### config.mk
export PLATFORM = sky130hd
export DESIGN_NAME = r2_nird
export DESIGN_NICKNAME = d
export VERILOG_FILES = /design/src/hdl/lbp_pkg.sv /design/src/hdl/window_5x5.sv /design/src/hdl/lbp_bits.sv /design/src/hdl/riu2_mapping.sv /design/src/hdl/r2_nird.sv
export SDC_FILE = /design/constraint.sdc
export NUM_CORES = 1
export LEC_CHECK = 0
export BUFFER_PORTS_ARGS = -buffer_cell sky130_fd_sc_hd__buf_4
export CAP_MARGIN = 20
export CORE_MARGIN = 2
export CORE_UTILIZATION = 45
export CTS_BUF_LIST = sky130_fd_sc_hd__clkbuf_8 sky130_fd_sc_hd__clkbuf_16
export CTS_CLUSTER_SIZE = 20
export DETAILED_ROUTE_END_ITERATION = 10
export GPL_TIMING_DRIVEN = 0
export MAX_ROUTING_LAYER = met4
export PLACE_DENSITY_LB_ADDON = 0.08
export RECOVER_POWER = 25
export SLEW_MARGIN = 30
export SYNTH_ARGS = -nofsm -noshare
export SYNTH_HDL_FRONTEND = slang
export SYNTH_SLANG_ARGS = --single-unit
### constraint.sdc
create_clock -name clk -period 7 [get_ports clk]
set_clock_uncertainty 0.1 [all_clocks]
set_input_delay 2.1 -clock clk [delete_from_list [all_inputs] [get_ports clk]]
set_output_delay 2.1 -clock clk [all_outputs]
set_load 0.05 [all_outputs]
### src/hdl/lbp_pkg.sv
package lbp_pkg;

  // grayscale pixel
  localparam int PIX_W = 8;

  // frame geometry, raster order with row 0 at the top
  localparam int COLS = 12;
  localparam int ROWS = 10;

  // counter widths for the raster position
  localparam int COL_W = $clog2(COLS);
  localparam int ROW_W = $clog2(ROWS);

  // side of the sliding window, radius 2 around the center
  localparam int WIN = 5;

  // nine pixels of up to 255 each need 12 bits
  localparam int SUM_W = 12;

  // compass directions sampled on each ring
  localparam int NEIGH = 8;

  // riu2 codes run 0..8 for uniform patterns
  localparam int CODE_W = 4;

  // riu2 code given to every pattern with more than two transitions
  localparam int NONUNIFORM = 9;

  // cycles from a strobe to its code:
  // window register 1, bits stage 2, riu2 register 1
  localparam int LATENCY = 4;

endpackage

### src/hdl/window_5x5.sv
`timescale 1ns/1ps

module window_5x5 (
  input  logic                                                   clk,
  input  logic                                                   rst_i,
  input  logic [lbp_pkg::PIX_W-1:0]                              pix_i,
  input  logic                                                   pix_valid_i,
  output logic [lbp_pkg::WIN*lbp_pkg::WIN-1:0][lbp_pkg::PIX_W-1:0] win_o,
  output logic                                                   win_valid_o,
  output logic                                                   win_last_o
);

  // four line memories indexed by column
  // entry 0 holds the oldest row, entry 3 the row just above the current one
  logic [lbp_pkg::PIX_W-1:0] line_mem [lbp_pkg::WIN-1][lbp_pkg::COLS];

  // raster position of the pixel being strobed in
  logic [lbp_pkg::COL_W-1:0] col_q;
  logic [lbp_pkg::ROW_W-1:0] row_q;

  // full image column at col_q, oldest row first, new pixel last
  logic [lbp_pkg::WIN-1:0][lbp_pkg::PIX_W-1:0] column;

  logic col_last;
  logic row_last;
  logic win_full;

  always_comb begin
    for (int i = 0; i < lbp_pkg::WIN - 1; i++) begin
      column[i] = line_mem[i][col_q];
    end
    column[lbp_pkg::WIN-1] = pix_i;
  end

  assign col_last = (col_q == lbp_pkg::COL_W'(lbp_pkg::COLS - 1));
  assign row_last = (row_q == lbp_pkg::ROW_W'(lbp_pkg::ROWS - 1));

  // five rows and five columns seen so far in this frame
  assign win_full = (col_q >= lbp_pkg::COL_W'(lbp_pkg::WIN - 1)) &&
                    (row_q >= lbp_pkg::ROW_W'(lbp_pkg::WIN - 1));

  // each line memory takes the row below it, the newest takes the pixel
  always_ff @(posedge clk) begin
    if (pix_valid_i) begin
      for (int i = 0; i < lbp_pkg::WIN - 1; i++) begin
        line_mem[i][col_q] <= column[i + 1];
      end
    end
  end

  // window moves one column west, new column enters on the east side
  always_ff @(posedge clk) begin
    if (pix_valid_i) begin
      for (int r = 0; r < lbp_pkg::WIN; r++) begin
        for (int c = 0; c < lbp_pkg::WIN - 1; c++) begin
          win_o[r*lbp_pkg::WIN + c] <= win_o[r*lbp_pkg::WIN + c + 1];
        end
        win_o[r*lbp_pkg::WIN + lbp_pkg::WIN - 1] <= column[r];
      end
    end
  end

  // raster counters, wrap to a new frame after the last pixel
  always_ff @(posedge clk) begin
    if (rst_i) begin
      col_q <= '0;
      row_q <= '0;
    end else if (pix_valid_i) begin
      if (col_last) begin
        col_q <= '0;
        if (row_last) begin
          row_q <= '0;
        end else begin
          row_q <= row_q + 1'b1;
        end
      end else begin
        col_q <= col_q + 1'b1;
      end
    end
  end

  // flags line up with the window register they describe
  always_ff @(posedge clk) begin
    if (rst_i) begin
      win_valid_o <= 1'b0;
      win_last_o  <= 1'b0;
    end else begin
      win_valid_o <= pix_valid_i && win_full;
      win_last_o  <= pix_valid_i && col_last && row_last;
    end
  end

  // counters never leave the image, across frames as well
  col_in_range: assert property (@(posedge clk) disable iff (rst_i)
    col_q < lbp_pkg::COL_W'(lbp_pkg::COLS));

  row_in_range: assert property (@(posedge clk) disable iff (rst_i)
    row_q < lbp_pkg::ROW_W'(lbp_pkg::ROWS));

endmodule

### src/hdl/lbp_bits.sv
`timescale 1ns/1ps

module lbp_bits (
  input  logic                                                   clk,
  input  logic                                                   rst_i,
  input  logic [lbp_pkg::WIN*lbp_pkg::WIN-1:0][lbp_pkg::PIX_W-1:0] win_i,
  input  logic                                                   win_valid_i,
  input  logic                                                   win_last_i,
  output logic [lbp_pkg::NEIGH-1:0]                              ni_bits_o,
  output logic [lbp_pkg::NEIGH-1:0]                              rd_bits_o,
  output logic                                                   bits_valid_o,
  output logic                                                   bits_last_o
);

  // window index of the sample at distance radius in direction k
  function automatic int ring_index(input int k, input int radius);
    int dr;
    int dc;
    int mid;
    mid = lbp_pkg::WIN / 2;
    // east side is k 7, 0, 1; west side is k 3, 4, 5
    if (k <= 1 || k == 7) begin
      dc = 1;
    end else if (k >= 3 && k <= 5) begin
      dc = -1;
    end else begin
      dc = 0;
    end
    // north points toward the oldest window row
    if (k >= 1 && k <= 3) begin
      dr = -1;
    end else if (k >= 5) begin
      dr = 1;
    end else begin
      dr = 0;
    end
    return (mid + radius * dr) * lbp_pkg::WIN + mid + radius * dc;
  endfunction

  logic [lbp_pkg::SUM_W-1:0]                     sum_d;
  logic [lbp_pkg::SUM_W-1:0]                     sum_q;
  logic [lbp_pkg::NEIGH-1:0][lbp_pkg::PIX_W-1:0] r1_q;
  logic [lbp_pkg::NEIGH-1:0][lbp_pkg::PIX_W-1:0] r2_q;
  logic                                          valid_q;
  logic                                          last_q;
  logic [lbp_pkg::SUM_W-1:0]                     nine_x [lbp_pkg::NEIGH];
  logic [lbp_pkg::NEIGH-1:0]                     ni_d;
  logic [lbp_pkg::NEIGH-1:0]                     rd_d;

  // 3x3 patch around the center
  always_comb begin
    sum_d = '0;
    for (int r = lbp_pkg::WIN / 2 - 1; r <= lbp_pkg::WIN / 2 + 1; r++) begin
      for (int c = lbp_pkg::WIN / 2 - 1; c <= lbp_pkg::WIN / 2 + 1; c++) begin
        sum_d = sum_d + lbp_pkg::SUM_W'(win_i[r*lbp_pkg::WIN + c]);
      end
    end
  end

  // stage 1: patch sum and both rings, diagonals from the nearest grid pixel
  always_ff @(posedge clk) begin
    if (win_valid_i) begin
      sum_q <= sum_d;
      for (int k = 0; k < lbp_pkg::NEIGH; k++) begin
        r1_q[k] <= win_i[ring_index(k, 1)];
        r2_q[k] <= win_i[ring_index(k, 2)];
      end
    end
  end

  // comparing 9*sample with the sum avoids dividing for the mean
  always_comb begin
    for (int k = 0; k < lbp_pkg::NEIGH; k++) begin
      nine_x[k] = (lbp_pkg::SUM_W'(r2_q[k]) << 3) + lbp_pkg::SUM_W'(r2_q[k]);
      ni_d[k]   = (nine_x[k] >= sum_q);
      rd_d[k]   = (r2_q[k] >= r1_q[k]);
    end
  end

  // stage 2: registered bit patterns
  always_ff @(posedge clk) begin
    if (valid_q) begin
      ni_bits_o <= ni_d;
      rd_bits_o <= rd_d;
    end
  end

  always_ff @(posedge clk) begin
    if (rst_i) begin
      valid_q      <= 1'b0;
      last_q       <= 1'b0;
      bits_valid_o <= 1'b0;
      bits_last_o  <= 1'b0;
    end else begin
      valid_q      <= win_valid_i;
      last_q       <= win_valid_i && win_last_i;
      bits_valid_o <= valid_q;
      bits_last_o  <= last_q;
    end
  end

  // fixed two-cycle pipeline, no stall
  bits_delay: assert property (@(posedge clk) disable iff (rst_i)
    bits_valid_o == $past(win_valid_i, 2));

endmodule

### src/hdl/riu2_mapping.sv
`timescale 1ns/1ps

module riu2_mapping (
  input  logic                        clk,
  input  logic                        rst_i,
  input  logic [lbp_pkg::NEIGH-1:0]   pattern_i,
  input  logic                        valid_i,
  input  logic                        last_i,
  output logic [lbp_pkg::CODE_W-1:0]  code_o,
  output logic                        valid_o,
  output logic                        last_o
);

  logic [lbp_pkg::CODE_W-1:0] trans;
  logic [lbp_pkg::CODE_W-1:0] ones;
  logic                       uniform;

  // circular transitions and population count
  always_comb begin
    trans = '0;
    ones  = '0;
    for (int k = 0; k < lbp_pkg::NEIGH; k++) begin
      trans = trans + lbp_pkg::CODE_W'(pattern_i[k] ^ pattern_i[(k + 1) % lbp_pkg::NEIGH]);
      ones  = ones + lbp_pkg::CODE_W'(pattern_i[k]);
    end
  end

  // uniform means at most one run of ones around the ring
  assign uniform = (trans <= lbp_pkg::CODE_W'(2));

  always_ff @(posedge clk) begin
    if (valid_i) begin
      code_o <= uniform ? ones : lbp_pkg::CODE_W'(lbp_pkg::NONUNIFORM);
    end
  end

  always_ff @(posedge clk) begin
    if (rst_i) begin
      valid_o <= 1'b0;
      last_o  <= 1'b0;
    end else begin
      valid_o <= valid_i;
      last_o  <= valid_i && last_i;
    end
  end

  code_range: assert property (@(posedge clk) disable iff (rst_i)
    valid_o |-> code_o <= lbp_pkg::CODE_W'(lbp_pkg::NONUNIFORM));

  last_with_valid: assert property (@(posedge clk) disable iff (rst_i)
    last_o |-> valid_o);

endmodule

### src/hdl/r2_nird.sv
`timescale 1ns/1ps

module r2_nird (
  input  logic                       clk,
  input  logic                       rst_i,
  input  logic [lbp_pkg::PIX_W-1:0]  pix_i,
  input  logic                       pix_valid_i,
  output logic [lbp_pkg::CODE_W-1:0] ni_o,
  output logic [lbp_pkg::CODE_W-1:0] rd_o,
  output logic                       code_valid_o,
  output logic                       frame_done_o
);

  logic [lbp_pkg::WIN*lbp_pkg::WIN-1:0][lbp_pkg::PIX_W-1:0] win;
  logic                                                   win_valid;
  logic                                                   win_last;

  logic [lbp_pkg::NEIGH-1:0] ni_bits;
  logic [lbp_pkg::NEIGH-1:0] rd_bits;
  logic                      bits_valid;
  logic                      bits_last;

  window_5x5 u_window (
    .clk         (clk),
    .rst_i       (rst_i),
    .pix_i       (pix_i),
    .pix_valid_i (pix_valid_i),
    .win_o       (win),
    .win_valid_o (win_valid),
    .win_last_o  (win_last)
  );

  lbp_bits u_bits (
    .clk          (clk),
    .rst_i        (rst_i),
    .win_i        (win),
    .win_valid_i  (win_valid),
    .win_last_i   (win_last),
    .ni_bits_o    (ni_bits),
    .rd_bits_o    (rd_bits),
    .bits_valid_o (bits_valid),
    .bits_last_o  (bits_last)
  );

  // ni mapper carries the strobe and the frame marker
  riu2_mapping u_riu2_ni (
    .clk       (clk),
    .rst_i     (rst_i),
    .pattern_i (ni_bits),
    .valid_i   (bits_valid),
    .last_i    (bits_last),
    .code_o    (ni_o),
    .valid_o   (code_valid_o),
    .last_o    (frame_done_o)
  );

  // same timing as the ni mapper, flags not needed
  riu2_mapping u_riu2_rd (
    .clk       (clk),
    .rst_i     (rst_i),
    .pattern_i (rd_bits),
    .valid_i   (bits_valid),
    .last_i    (bits_last),
    .code_o    (rd_o),
    .valid_o   (),
    .last_o    ()
  );

endmodule

; ---- Word-level counts from Yosys, hierarchy flattened
; Memory sizes are Yosys's and may differ from the RTL's.
; Cells that the tools add are included.
[totals]
reg_bits = 380
input_bits = 11
elab_cells = 271
mem_count = 1
ramBits = 384
output_inout_bits = 10
[mem_list]
columns = name, depth, width, rd, rd_clocked_by_memory_dff, wr, line
row1 = u_window.line_mem, 4, 96, 4, 0, 4, window_5x5.sv:15  ; logic [lbp_pkg::PIX_W-1:0] line_mem [lbp_pkg::WIN-1][lbp_pkg::COLS];
[op_classes]
n_eq_ne = 2
multipliers = 6
n_lt_le_gt_ge = 38
addsub = 74
bitwise = 17
n_reduce_logical = 8
n_mux = 69
[ops]
columns = operator, n
row1 = $bmux W8 S5, 16
row2 = $add A32 B32 Y32, 16
row3 = $lt A32 B7 Y1 const B, 16
row4 = $mux W8, 41
row5 = $add A3 B32 Y32 const A, 6
row6 = $add A32 B3 Y32 const B, 6
row7 = $mul A32 B4 Y32 const B, 6
row8 = $bmux W8 S4, 4
row9 = $add A11 B8 Y12, 8
row10 = $ge A12 B12 Y1, 8
row11 = $mux W32, 3
row12 = $mux W96, 1
row13 = $add A12 B8 Y12, 7
row14 = $ge A8 B8 Y1, 8
row15 = $add A4 B4 Y4, 14
row16 = $add A4 B1 Y4, 12
row17 = $demux W8 S4, 1
row18 = $xor A1 B1 Y1, 16
row19 = $add A8 B8 Y9, 1
row20 = $add A4 B1 Y4 const B, 2
row21 = $eq A4 B4 Y1 const B, 2
row22 = $ge A4 B3 Y1 const B, 2
row23 = $le A4 B2 Y1 const B, 2
row24 = $mux W4, 2
row25 = other kinds (7), 14

; ---- Logic depth before layout (Yosys ltp)
; Gate-level depths: netlist (run 1).
[depth]
ltp_word = 9
ltp_mapped = 19
mapped_depth_nobuf = 19

; ---- Cells and area by module
; A second synthesis (run 1) with hierarchy kept.
[hier_totals]
cells_unflattened = 2107
area_unflattened_um2 = 34588.2
[by_module_without_submodules]
columns = module, n_inst, seq_area_each_um2, cells_each, area_per_inst_um2
row1 = window_5x5, 1, 17737.0, 880, 20952.6
row2 = lbp_bits, 1, 4764.6, 1107, 12391.9
row3 = riu2_mapping, 2, 160.2, 60, 621.8

; ---- Worst setup path after synthesis (run 1)
; OpenSTA, ideal clock, no wires.
[synth_timing]
path_type = input port to flip-flop
from = in pix_valid_i
to = mem u_window.line_mem[0][64] (netlist bit), enable pin
slack_ns = 1.920
arrival_time_ns = 4.517
t_required_ns = 6.437
n_path_buf = 1
setup_ns = 0.463
path_stages = 3
path_cell_list = buf_6 -> nand2_1 -> nor3_1
[synth_rtl]
columns = item, line
row1 = start: declaration, r2_nird.sv:7  ; input logic pix_valid_i,
row2 = end: declaration, window_5x5.sv:15

; ---- Worst setup path after layout (run 1)
[layout_timing]
from = reg u_window.win_o[48] (netlist bit)
to = reg u_bits.sum_q[10] (netlist bit) (data pin)
[layout_between]
elab_chain_len = 8
[layout_lines]
columns = item, line
row1 = start: declaration, window_5x5.sv:8  ; output logic [lbp_pkg::WIN*lbp_pkg::WIN-1:0][lbp_pkg::PIX_W-1:0] win_o,
row2 = start signal: indexed assignment, window_5x5.sv:56  ; win_o[r*lbp_pkg::WIN + c] <= win_o[r*lbp_pkg::WIN + c + 1];
row3 = start signal: indexed assignment, window_5x5.sv:58  ; win_o[r*lbp_pkg::WIN + lbp_pkg::WIN - 1] <= column[r];
row4 = $add A8 B8 Y9, lbp_bits.sv:55  ; sum_d = sum_d + lbp_pkg::SUM_W'(win_i[r*lbp_pkg::WIN + c]);
row5 = $add A12 B8 Y12 (7 in series), lbp_bits.sv:55
row6 = "net u_bits.sum_d, one bit", lbp_bits.sv:40  ; logic [lbp_pkg::SUM_W-1:0] sum_d;
row7 = end signal: assignment, lbp_bits.sv:63  ; sum_q <= sum_d;
row8 = end: declaration, lbp_bits.sv:41  ; logic [lbp_pkg::SUM_W-1:0] sum_q;
; The timed path passes the listed nets, and every way through them passes these cells.
; A chain may end at the register's enable or synchronous reset.

==> results of run 1 <==
==> metrics by stage <==
step	setup TNS [ns]	setup WS [ns]	cell area (sq um)
6_report	0	1.58	38300
5_1_grt	0	1.32	38300
4_1_cts	0	1.56	38300
3_5_place_dp	0	1.61	35600
3_3_place_gp	-101.44	-3.09	35200
2_1_floorplan	0	1.92	33800
==> logic make-up after synthesis <==
group | count (synthesis)
DFF | 748
adders and majority gates | 309
AOI/OAI and AO/OA | 267
buffers and inverters | 253
and+or+nand+nor | 223
muxes | 129
xor gates and xnor gates | 72
==> synthesized netlist by cell type, types with 9 or more instances <==
cell type / n
sky130_fd_sc_hd__xor2_1: 26
sky130_fd_sc_hd__fa_1: 71
sky130_fd_sc_hd__nand2_1: 38
sky130_fd_sc_hd__o21ai_0: 16
sky130_fd_sc_hd__nor3_1: 16
sky130_fd_sc_hd__a211oi_1: 10
sky130_fd_sc_hd__nand3_1: 12
sky130_fd_sc_hd__nand2b_1: 33
sky130_fd_sc_hd__a31oi_1: 10
sky130_fd_sc_hd__inv_1: 217
sky130_fd_sc_hd__nor4b_1: 9
sky130_fd_sc_hd__a211o_1: 20
sky130_fd_sc_hd__o22ai_1: 32
sky130_fd_sc_hd__a21o_1: 58
sky130_fd_sc_hd__o21bai_1: 17
sky130_fd_sc_hd__dfxtp_1: 16
sky130_fd_sc_hd__xnor2_1: 46
sky130_fd_sc_hd__ha_1: 238
sky130_fd_sc_hd__mux2i_1: 33
sky130_fd_sc_hd__nor2_1: 42
sky130_fd_sc_hd__mux4_2: 96
sky130_fd_sc_hd__nand4_1: 19
sky130_fd_sc_hd__edfxtp_1: 732
sky130_fd_sc_hd__buf_2: 15
sky130_fd_sc_hd__and2_1: 9
sky130_fd_sc_hd__nor3b_1: 19
sky130_fd_sc_hd__clkbuf_1: 15
sky130_fd_sc_hd__a21oi_1: 76
sky130_fd_sc_hd__nor2b_1: 9
==> worst paths after layout <==
path         slack, ns                to                start  cells past startpoint
min reg2reg       0.31   u_bits.r2_q[41]  u_window.win_o[161]                      0
min               0.31   u_bits.r2_q[41]  u_window.win_o[161]                      0
max               1.58  u_bits.sum_q[10]   u_window.win_o[48]                     19
max reg2reg       1.58  u_bits.sum_q[10]   u_window.win_o[48]                     19
==> cell type report <==
type                    instances  area (sq um)  share of cell area, %
well taps                     969          1210                   3.17
plain buffers                  36           184                  0.481
clock inverters                70           643                   1.68
repair buffers                 39           374                  0.978
multi-input cells            1000         10700                   27.9
inverters                     217           815                   2.13
flip-flops and latches        748         22300                   58.3
clock buffers                  82          2040                   5.33
==> state kept, by name, indices dropped and copies added (netlist names) <==
register              flops
u_riu2_ni.last_o          1
u_bits.r2_q              64
u_riu2_ni.valid_o         1
u_bits.bits_valid_o       1
u_bits.r1_q              64
u_window.line_mem       384
u_window.row_q            4
u_bits.last_q             1
u_riu2_rd.code_o          4
u_window.win_last_o       1
u_bits.valid_q            1
u_bits.rd_bits_o          8
u_window.col_q            4
u_window.win_o          184
u_window.win_valid_o      1
u_bits.ni_bits_o          8
u_bits.bits_last_o        1
u_bits.sum_q             12
u_riu2_ni.code_o          4
==> layout by cell type (no fill, tap or decap), drive strengths merged, types with 37 or more instances in the layout <==
master / instances
a21oi: 77
clkbuf: 100
a21o: 58
nand2: 39
xnor2: 46
mux4: 96
fa: 71
ha: 238
buf: 57
nor2: 42
clkinv: 37
edfxtp: 732
inv: 240
==> metal layers <==
| metal | up-vias | wire [microns] |
|---|---|---|
| li1 | 7924 | - |
| met4 | 0 | 1720 |
| met3 | 111 | 2460 |
| met5 | - | 0 |
| met1 | 8754 | 32300 |
| met2 | 280 | 35700 |
==> worst reg2reg max path, cell delays in order, from the launching register on <==
cell and delay (ns):
sky130_fd_sc_hd__edfxtp_1 0.42, sky130_fd_sc_hd__ha_1 0.20, sky130_fd_sc_hd__inv_1 0.05, sky130_fd_sc_hd__fa_1 0.40, sky130_fd_sc_hd__nor2b_1 0.13, sky130_fd_sc_hd__o21ai_0 0.11, sky130_fd_sc_hd__a21oi_1 0.23, sky130_fd_sc_hd__a211oi_1 0.09
sky130_fd_sc_hd__xnor2_1 0.14, sky130_fd_sc_hd__fa_1 0.49, sky130_fd_sc_hd__inv_1 0.06, sky130_fd_sc_hd__fa_1 0.52, sky130_fd_sc_hd__fa_1 0.54, sky130_fd_sc_hd__fa_1 0.55, sky130_fd_sc_hd__inv_1 0.04, sky130_fd_sc_hd__ha_1 0.35
sky130_fd_sc_hd__o2111ai_1 0.14, sky130_fd_sc_hd__nand3_1 0.13, sky130_fd_sc_hd__o41a_1 0.34, sky130_fd_sc_hd__xor2_1 0.14
==> power by group through the flow <==
stage	clock network, mW	logic [mW]	registers [mW]
after floorplan	0	1.40	5.39
after global placement	0	1.79	5.44
after detailed placement	0	1.86	5.43
after CTS	4.33	1.88	5.34
after global routing	4.50	2.12	5.35
final	4.24	1.85	5.34
==> run_results.csv, run 1 <==
group,metric,value,unit
global_routing,global_route.usage.total,19.7,%
synthesis,synthMuxAreaShare,7.36,%
layout,postLayoutCoreUtil,51.4,%
detailed_routing,routedWlPerCell,22.8,microns
setup_path,worst_ep_required_time,7.29,ns
layout,finish.cell_count_without_fillers,3161,
synthesis,post_synth_simple_gate_area,3.64,%
synthesis,register_area_share_after_synthesis,65.9,%
sta,final_min_period_over_clock_period,77.4,%
sta,grt_setup_unrepaired,"false",
layout,final.fill_count,6054,
placement,detailed_place_hpwl,47.1,mm
sta,tightest_slew,2.77,ns
clocking,clk-insertion-delay-late,0.65,ns
synthesis,synth_cell_types,51,
global_routing,number_of_global_route_vias_before_repair,18000,
floorplan,die_height,278,microns
synthesis,post-synth-top-area-fraction,64.9,%
placement,placement.io_buffers,20,
global_routing,met3_global_route_usage,2.85,%
clocking,clock_tree_from_tritoncts,"built",
synthesis,synth-seq-cells,748,
sta,hold_slack,0.306,ns
sta,fmax,185,MHz
power_and_ir_drop,netSwitchingFraction,25.5,%
synthesis,yosys_warnings,0,
sta,hold_viol,0,
synthesis,postSynthAreaPerCell,16.9,sq um
synthesis,mappedNetlistNets,2321,
power_and_ir_drop,sequentialPowerShare,46.7,%
synthesis,async_reset_ff_share,0,%
detailed_routing,detail_route.iter0.violations,1128,
clocking,clock_path_buffers,3,
floorplan,io_pins,21,
synthesis,synth.top_cells.by_area,"sky130_fd_sc_hd__edfxtp_1 (65%), sky130_fd_sc_hd__ha_1 (8.8%), sky130_fd_sc_hd__mux4_2 (6.4%)",
setup_path,worst_path_largest_cell_delay,0.55,ns
synthesis,dominantRegCellSynth,"sky130_fd_sc_hd__edfxtp_1",
clocking,cts_sinks,748,
synthesis,netlist_instances,2001,
synthesis,synth.largest_area_cell,"sky130_fd_sc_hd__edfxtp_1",
detailed_routing,first_pass_iters,7,
power_and_ir_drop,max-vdd-ir-drop,249,uV
layout,final_stage_net_count,2443,
detailed_routing,detail-route-antenna-nets,0,
power_and_ir_drop,cellPowerDensity,299,mW/mm^2
global_routing,busiest_layer,"met2",
floorplan,floorplan.initialDensity,45.5,%
setup_path,setup.worst_path.end_class,"flip-flop",
power_and_ir_drop,design_power_total,11.4,mW
synthesis,synth_top_family_by_area,"adder cells",
clocking,cts-root-buf,"sky130_fd_sc_hd__clkbuf_16",
power_and_ir_drop,power_report.internal_total,8.51,mW
synthesis,post_synth_instance_area,0.0338,sq mm
power_and_ir_drop,clock_power_share,37.1,%
power_and_ir_drop,pwr-share-comb,16.2,%
synthesis,number_of_enable_flip_flop_cells_after_synthesis,732,
floorplan,row_count,100,
layout,drive_gt1_share,13.9,%
setup_path,crit_type,"flip-flop to flip-flop",
setup_path,cp_top_family,"adder cells",
global_routing,antenna_found_initial,2,
power_and_ir_drop,net-switching-power,2.91,mW
setup_path,critical_path.startpoint_type,"flip-flop",
detailed_routing,routed_via_density,5.40,
clocking,htree_num_levels,3,
placement,post-place-cells,3007,
setup_path,critical_path.n_buffers_inverters,3,
layout,areaGrowthSynthToFinish,13.0,%
floorplan,die_w,278,microns
power_and_ir_drop,static-leakage-power,14.2,nW
floorplan,coreArea,0.0744,sq mm
sta,min_period,5.42,ns
sta,worst_relative_slew_slack,-84.5,%
synthesis,post_synth_fa_ha_maj_area_fraction,13.0,%
clocking,ctsResizeCount,0,
setup_path,path_common_cell,"sky130_fd_sc_hd__fa_1",
clocking,clock_buffers_created_by_tritoncts,81,
setup_path,worst-path-max-fanout,5,
setup_path,crit_slowest_cell,"sky130_fd_sc_hd__fa_1",
detailed_routing,vias,17100,
worst_hold_path,holdCritPathClass,"flip-flop to flip-flop",
layout,antenna-diode-count,0,
sta,finalMaxSlewViolations,99,
setup_path,cp.arrival,5.71,ns
sta,setup_viol,0,
setup_path,crit_chain,"ha_1, inv_1, fa_1, nor2b_1, o21ai_0, a21oi_1, a211oi_1, xnor2_1, fa_1, inv_1, fa_1, fa_1, fa_1, inv_1, ha_1, o2111ai_1, nand3_1, o41a_1, xor2_1",
detailed_routing,drcViolationCount,0,
flow_run,max_cap_violations,2,
synthesis,synth_xor_xnor_area_share,1.86,%
global_routing,grt.overflow.total,0,
global_routing,global_route_met2_usage,32.6,%
clocking,postCtsHoldBufs,0,
synthesis,synth_compound_area_share,5.29,%
run_status,status,"complete, but fails checks",
run_status,violations,"max-capacitance violations, max-slew violations",
placement,place_congestion,0.768,
global_routing,pin_count_of_the_biggest_net_entering_global_routing,81,
detailed_routing,drt-total-wl,72.1,mm
global_routing,globalRouteMet1Util,25.5,%
clocking,post_cts.repair.setup_buffers,0,
floorplan,dieArea,0.0774,sq mm
clocking,path_clk_slew,0.06,ns
global_routing,wire_length_of_the_first_global_routing_pass,110,mm
No activity file was read; power rests on OpenSTA's default activity.
==> inputs of run 2 (changes only) <==
==> constraint.sdc (replaced) <==
create_clock -name clk -period 4.85 [get_ports clk]
set_clock_uncertainty 0.1 [all_clocks]
set_input_delay 1.455 -clock clk [delete_from_list [all_inputs] [get_ports clk]]
set_output_delay 1.455 -clock clk [all_outputs]
set_load 0.05 [all_outputs]
==> run_results.csv, run 2 (same netlist as run 1, synthesis figures left out) <==
group,metric,value,unit
detailed_routing,detail_route.iter0.violations,1088,
flow_run,max_cap_violations,1,
layout,post-route-cell-area,0.0385,sq mm
placement,place_congestion,0.811,
layout,most-common-layout-cells,"sky130_fd_sc_hd__edfxtp_1 (732), sky130_fd_sc_hd__inv_1 (231), sky130_fd_sc_hd__ha_1 (226)",
power_and_ir_drop,max-vdd-ir-drop,401,uV
setup_path,critical_path.startpoint_type,"flip-flop",
floorplan,dieArea,0.0774,sq mm
sta,tightest_slew,2.50,ns
global_routing,global_route.usage.total,19.5,%
floorplan,die_w,278,microns
sta,fmax,201,MHz
detailed_routing,drcViolationCount,0,
clocking,clock_buffers_created_by_tritoncts,80,
run_status,violations,"max-capacitance violations, max-slew violations, negative setup slack",
sta,hold_slack,0.313,ns
layout,biggestRegsByFlops,"u_window.line_mem x384, u_window.win_o x184",
detailed_routing,vias,17100,
setup_path,worst-path-max-fanout,2,
power_and_ir_drop,static-leakage-power,14.3,nW
detailed_routing,routedWlPerCell,22.6,microns
layout,area.sequential,0.0223,sq mm
setup_path,regToRegSetupSlack,-0.13,ns
power_and_ir_drop,cellPowerDensity,449,mW/mm^2
sta,final_min_period_over_clock_period,103,%
sta,finalMaxSlewViolations,39,
global_routing,antenna_found_initial,3,
clocking,path_clk_slew,0.06,ns
detailed_routing,detail-route-antenna-nets,0,
layout,multi_input_area,0.0109,sq mm
sta,hold_viol,0,
global_routing,wire_length_of_the_first_global_routing_pass,109,mm
worst_hold_path,holdCritPathClass,"flip-flop to flip-flop",
clocking,clk-insertion-delay-late,0.65,ns
layout,final.fill_count,6024,
layout,most_frequent_standard_cell_in_the_layout_excluding_fill_and_tap_cells,"sky130_fd_sc_hd__edfxtp_1",
clocking,postCtsHoldBufs,0,
setup_path,ff2ff_path_depth,19,
run_status,status,"complete, but fails checks",
placement,placed_area,0.0356,sq mm
detailed_routing,routed_via_density,5.41,
setup_path,worstSetupEndpoint,"u_bits.sum_q[10]",
layout,finish.cell_count_without_fillers,3165,
floorplan,io_pins,21,
layout,postLayoutCoreUtil,51.8,%
setup_path,rr_startpoint,"u_window.win_o[48]",
layout,regMostFlops,"u_window.line_mem",
setup_path,reg2reg_to,"u_bits.sum_q[10]",
global_routing,pin_count_of_the_biggest_net_entering_global_routing,83,
sta,min_period,4.98,ns
setup_path,crit_start,"u_window.win_o[48]",
global_routing,grt.overflow.total,0,
floorplan,floorplan.initialDensity,45.5,%
layout,largest_register_ffs,384,
clocking,cts-root-buf,"sky130_fd_sc_hd__clkbuf_16",
sta,worst_relative_slew_slack,-66.9,%
sta,setup_ws,-0.126,ns
clocking,htree_num_levels,3,
floorplan,row_count,100,
floorplan,coreArea,0.0744,sq mm
setup_path,crit_type,"flip-flop to flip-flop",
detailed_routing,first_pass_iters,4,
placement,post-place-cells,3005,
clocking,clock_tree_from_tritoncts,"built",
setup_path,worst_ep_required_time,5.13,ns
clocking,clock_path_buffers,3,
sta,grt_setup_unrepaired,"true",
floorplan,die_height,278,microns
layout,areaGrowthSynthToFinish,13.8,%
placement,placement.io_buffers,20,
global_routing,number_of_global_route_vias_before_repair,17600,
placement,detailed_place_hpwl,47.2,mm
setup_path,cp.arrival,5.25,ns
clocking,cts_sinks,748,
layout,final_stage_net_count,2449,
sta,setup_viol,1,
layout,drive_gt1_share,15.9,%
setup_path,setup.worst_path.end_class,"flip-flop",
sta,final.setup.tns,-0.126,ns
detailed_routing,drt-total-wl,71.6,mm
-- run 2: final cells by class --
cell class / count / area share [%]
Sequential cell: 748 / 57.9
Multi-Input combinational cell: 1000 / 28.4
Clock buffer: 84 / 5.40
Tap cell: 969 / 3.15
Inverter: 217 / 2.11
Clock inverter: 64 / 1.42
Timing Repair Buffer: 46 / 1.18
Buffer: 36 / 0.477
Antenna cell: 1 / 0.00649
-- run 2: power by group --
part	internal [mW]	switching [mW]	total (mW)
registers	7.60	0.107	7.71
clock network	3.46	2.54	6.00
logic	1.76	1.85	3.61
total	12.8	4.49	17.3
-- run 2: stage by stage --
step | total power, mW | setup WS [ns]
6_report | 17.3 | -0.126
5_1_grt | 18.1 | -0.313
4_1_cts | 17.1 | -0.245
3_5_place_dp | 10.7 | -0.377
3_3_place_gp | 10.6 | -4.61
2_1_floorplan | 9.95 | 0.0235
-- run 2: how the worst min path moves through the flow --
stage	cells after the start	end	startpoint	slack, ns
finish	0	u_bits.r2_q[38]	u_window.win_o[86]	0.31
global route	0	u_window.win_o[151]	u_window.win_o[159]	0.32
CTS	0	u_bits.r2_q[38]	u_window.win_o[86]	0.32
detailed placement	0	u_bits.r2_q[24]	u_window.win_o[0]	0.30
global placement	0	u_window.win_o[144]	u_window.win_o[152]	0.30
floorplan	0	u_bits.r2_q[24]	u_window.win_o[0]	0.30
-- run 2: routing by layer --
metal  up-vias  routed length (microns)  global-route usage [%]
met2       233                    36000                    32.4
met5         -                        0                       -
met3       101                     2070                    2.38
met4         0                     1270                    4.60
met1      8840                    32300                    25.6
li1       7938                        -                       -
-- run 2: timing repair --
item,CTS,global route
buffers inserted,9,2
gates resized for setup,25,23
setup endpoints to repair,6,7
pin swaps,14,26
gates cloned,0,0
-- run 2: worst max-delay path, stage by stage (launching register included) --
cell and delay, ns:
sky130_fd_sc_hd__edfxtp_1 0.37, sky130_fd_sc_hd__ha_2 0.21, sky130_fd_sc_hd__inv_2 0.04, sky130_fd_sc_hd__fa_2 0.37, sky130_fd_sc_hd__nor2b_2 0.14, sky130_fd_sc_hd__o21ai_2 0.08, sky130_fd_sc_hd__nand2_2 0.07, sky130_fd_sc_hd__xor2_2 0.17
sky130_fd_sc_hd__fa_1 0.44, sky130_fd_sc_hd__inv_1 0.09, sky130_fd_sc_hd__fa_1 0.45, sky130_fd_sc_hd__fa_1 0.48, sky130_fd_sc_hd__fa_1 0.56, sky130_fd_sc_hd__inv_2 0.05, sky130_fd_sc_hd__ha_4 0.23, sky130_fd_sc_hd__nor2b_4 0.12
sky130_fd_sc_hd__o2111ai_2 0.17, sky130_fd_sc_hd__nand3_2 0.10, sky130_fd_sc_hd__o41a_1 0.33, sky130_fd_sc_hd__xor2_1 0.15
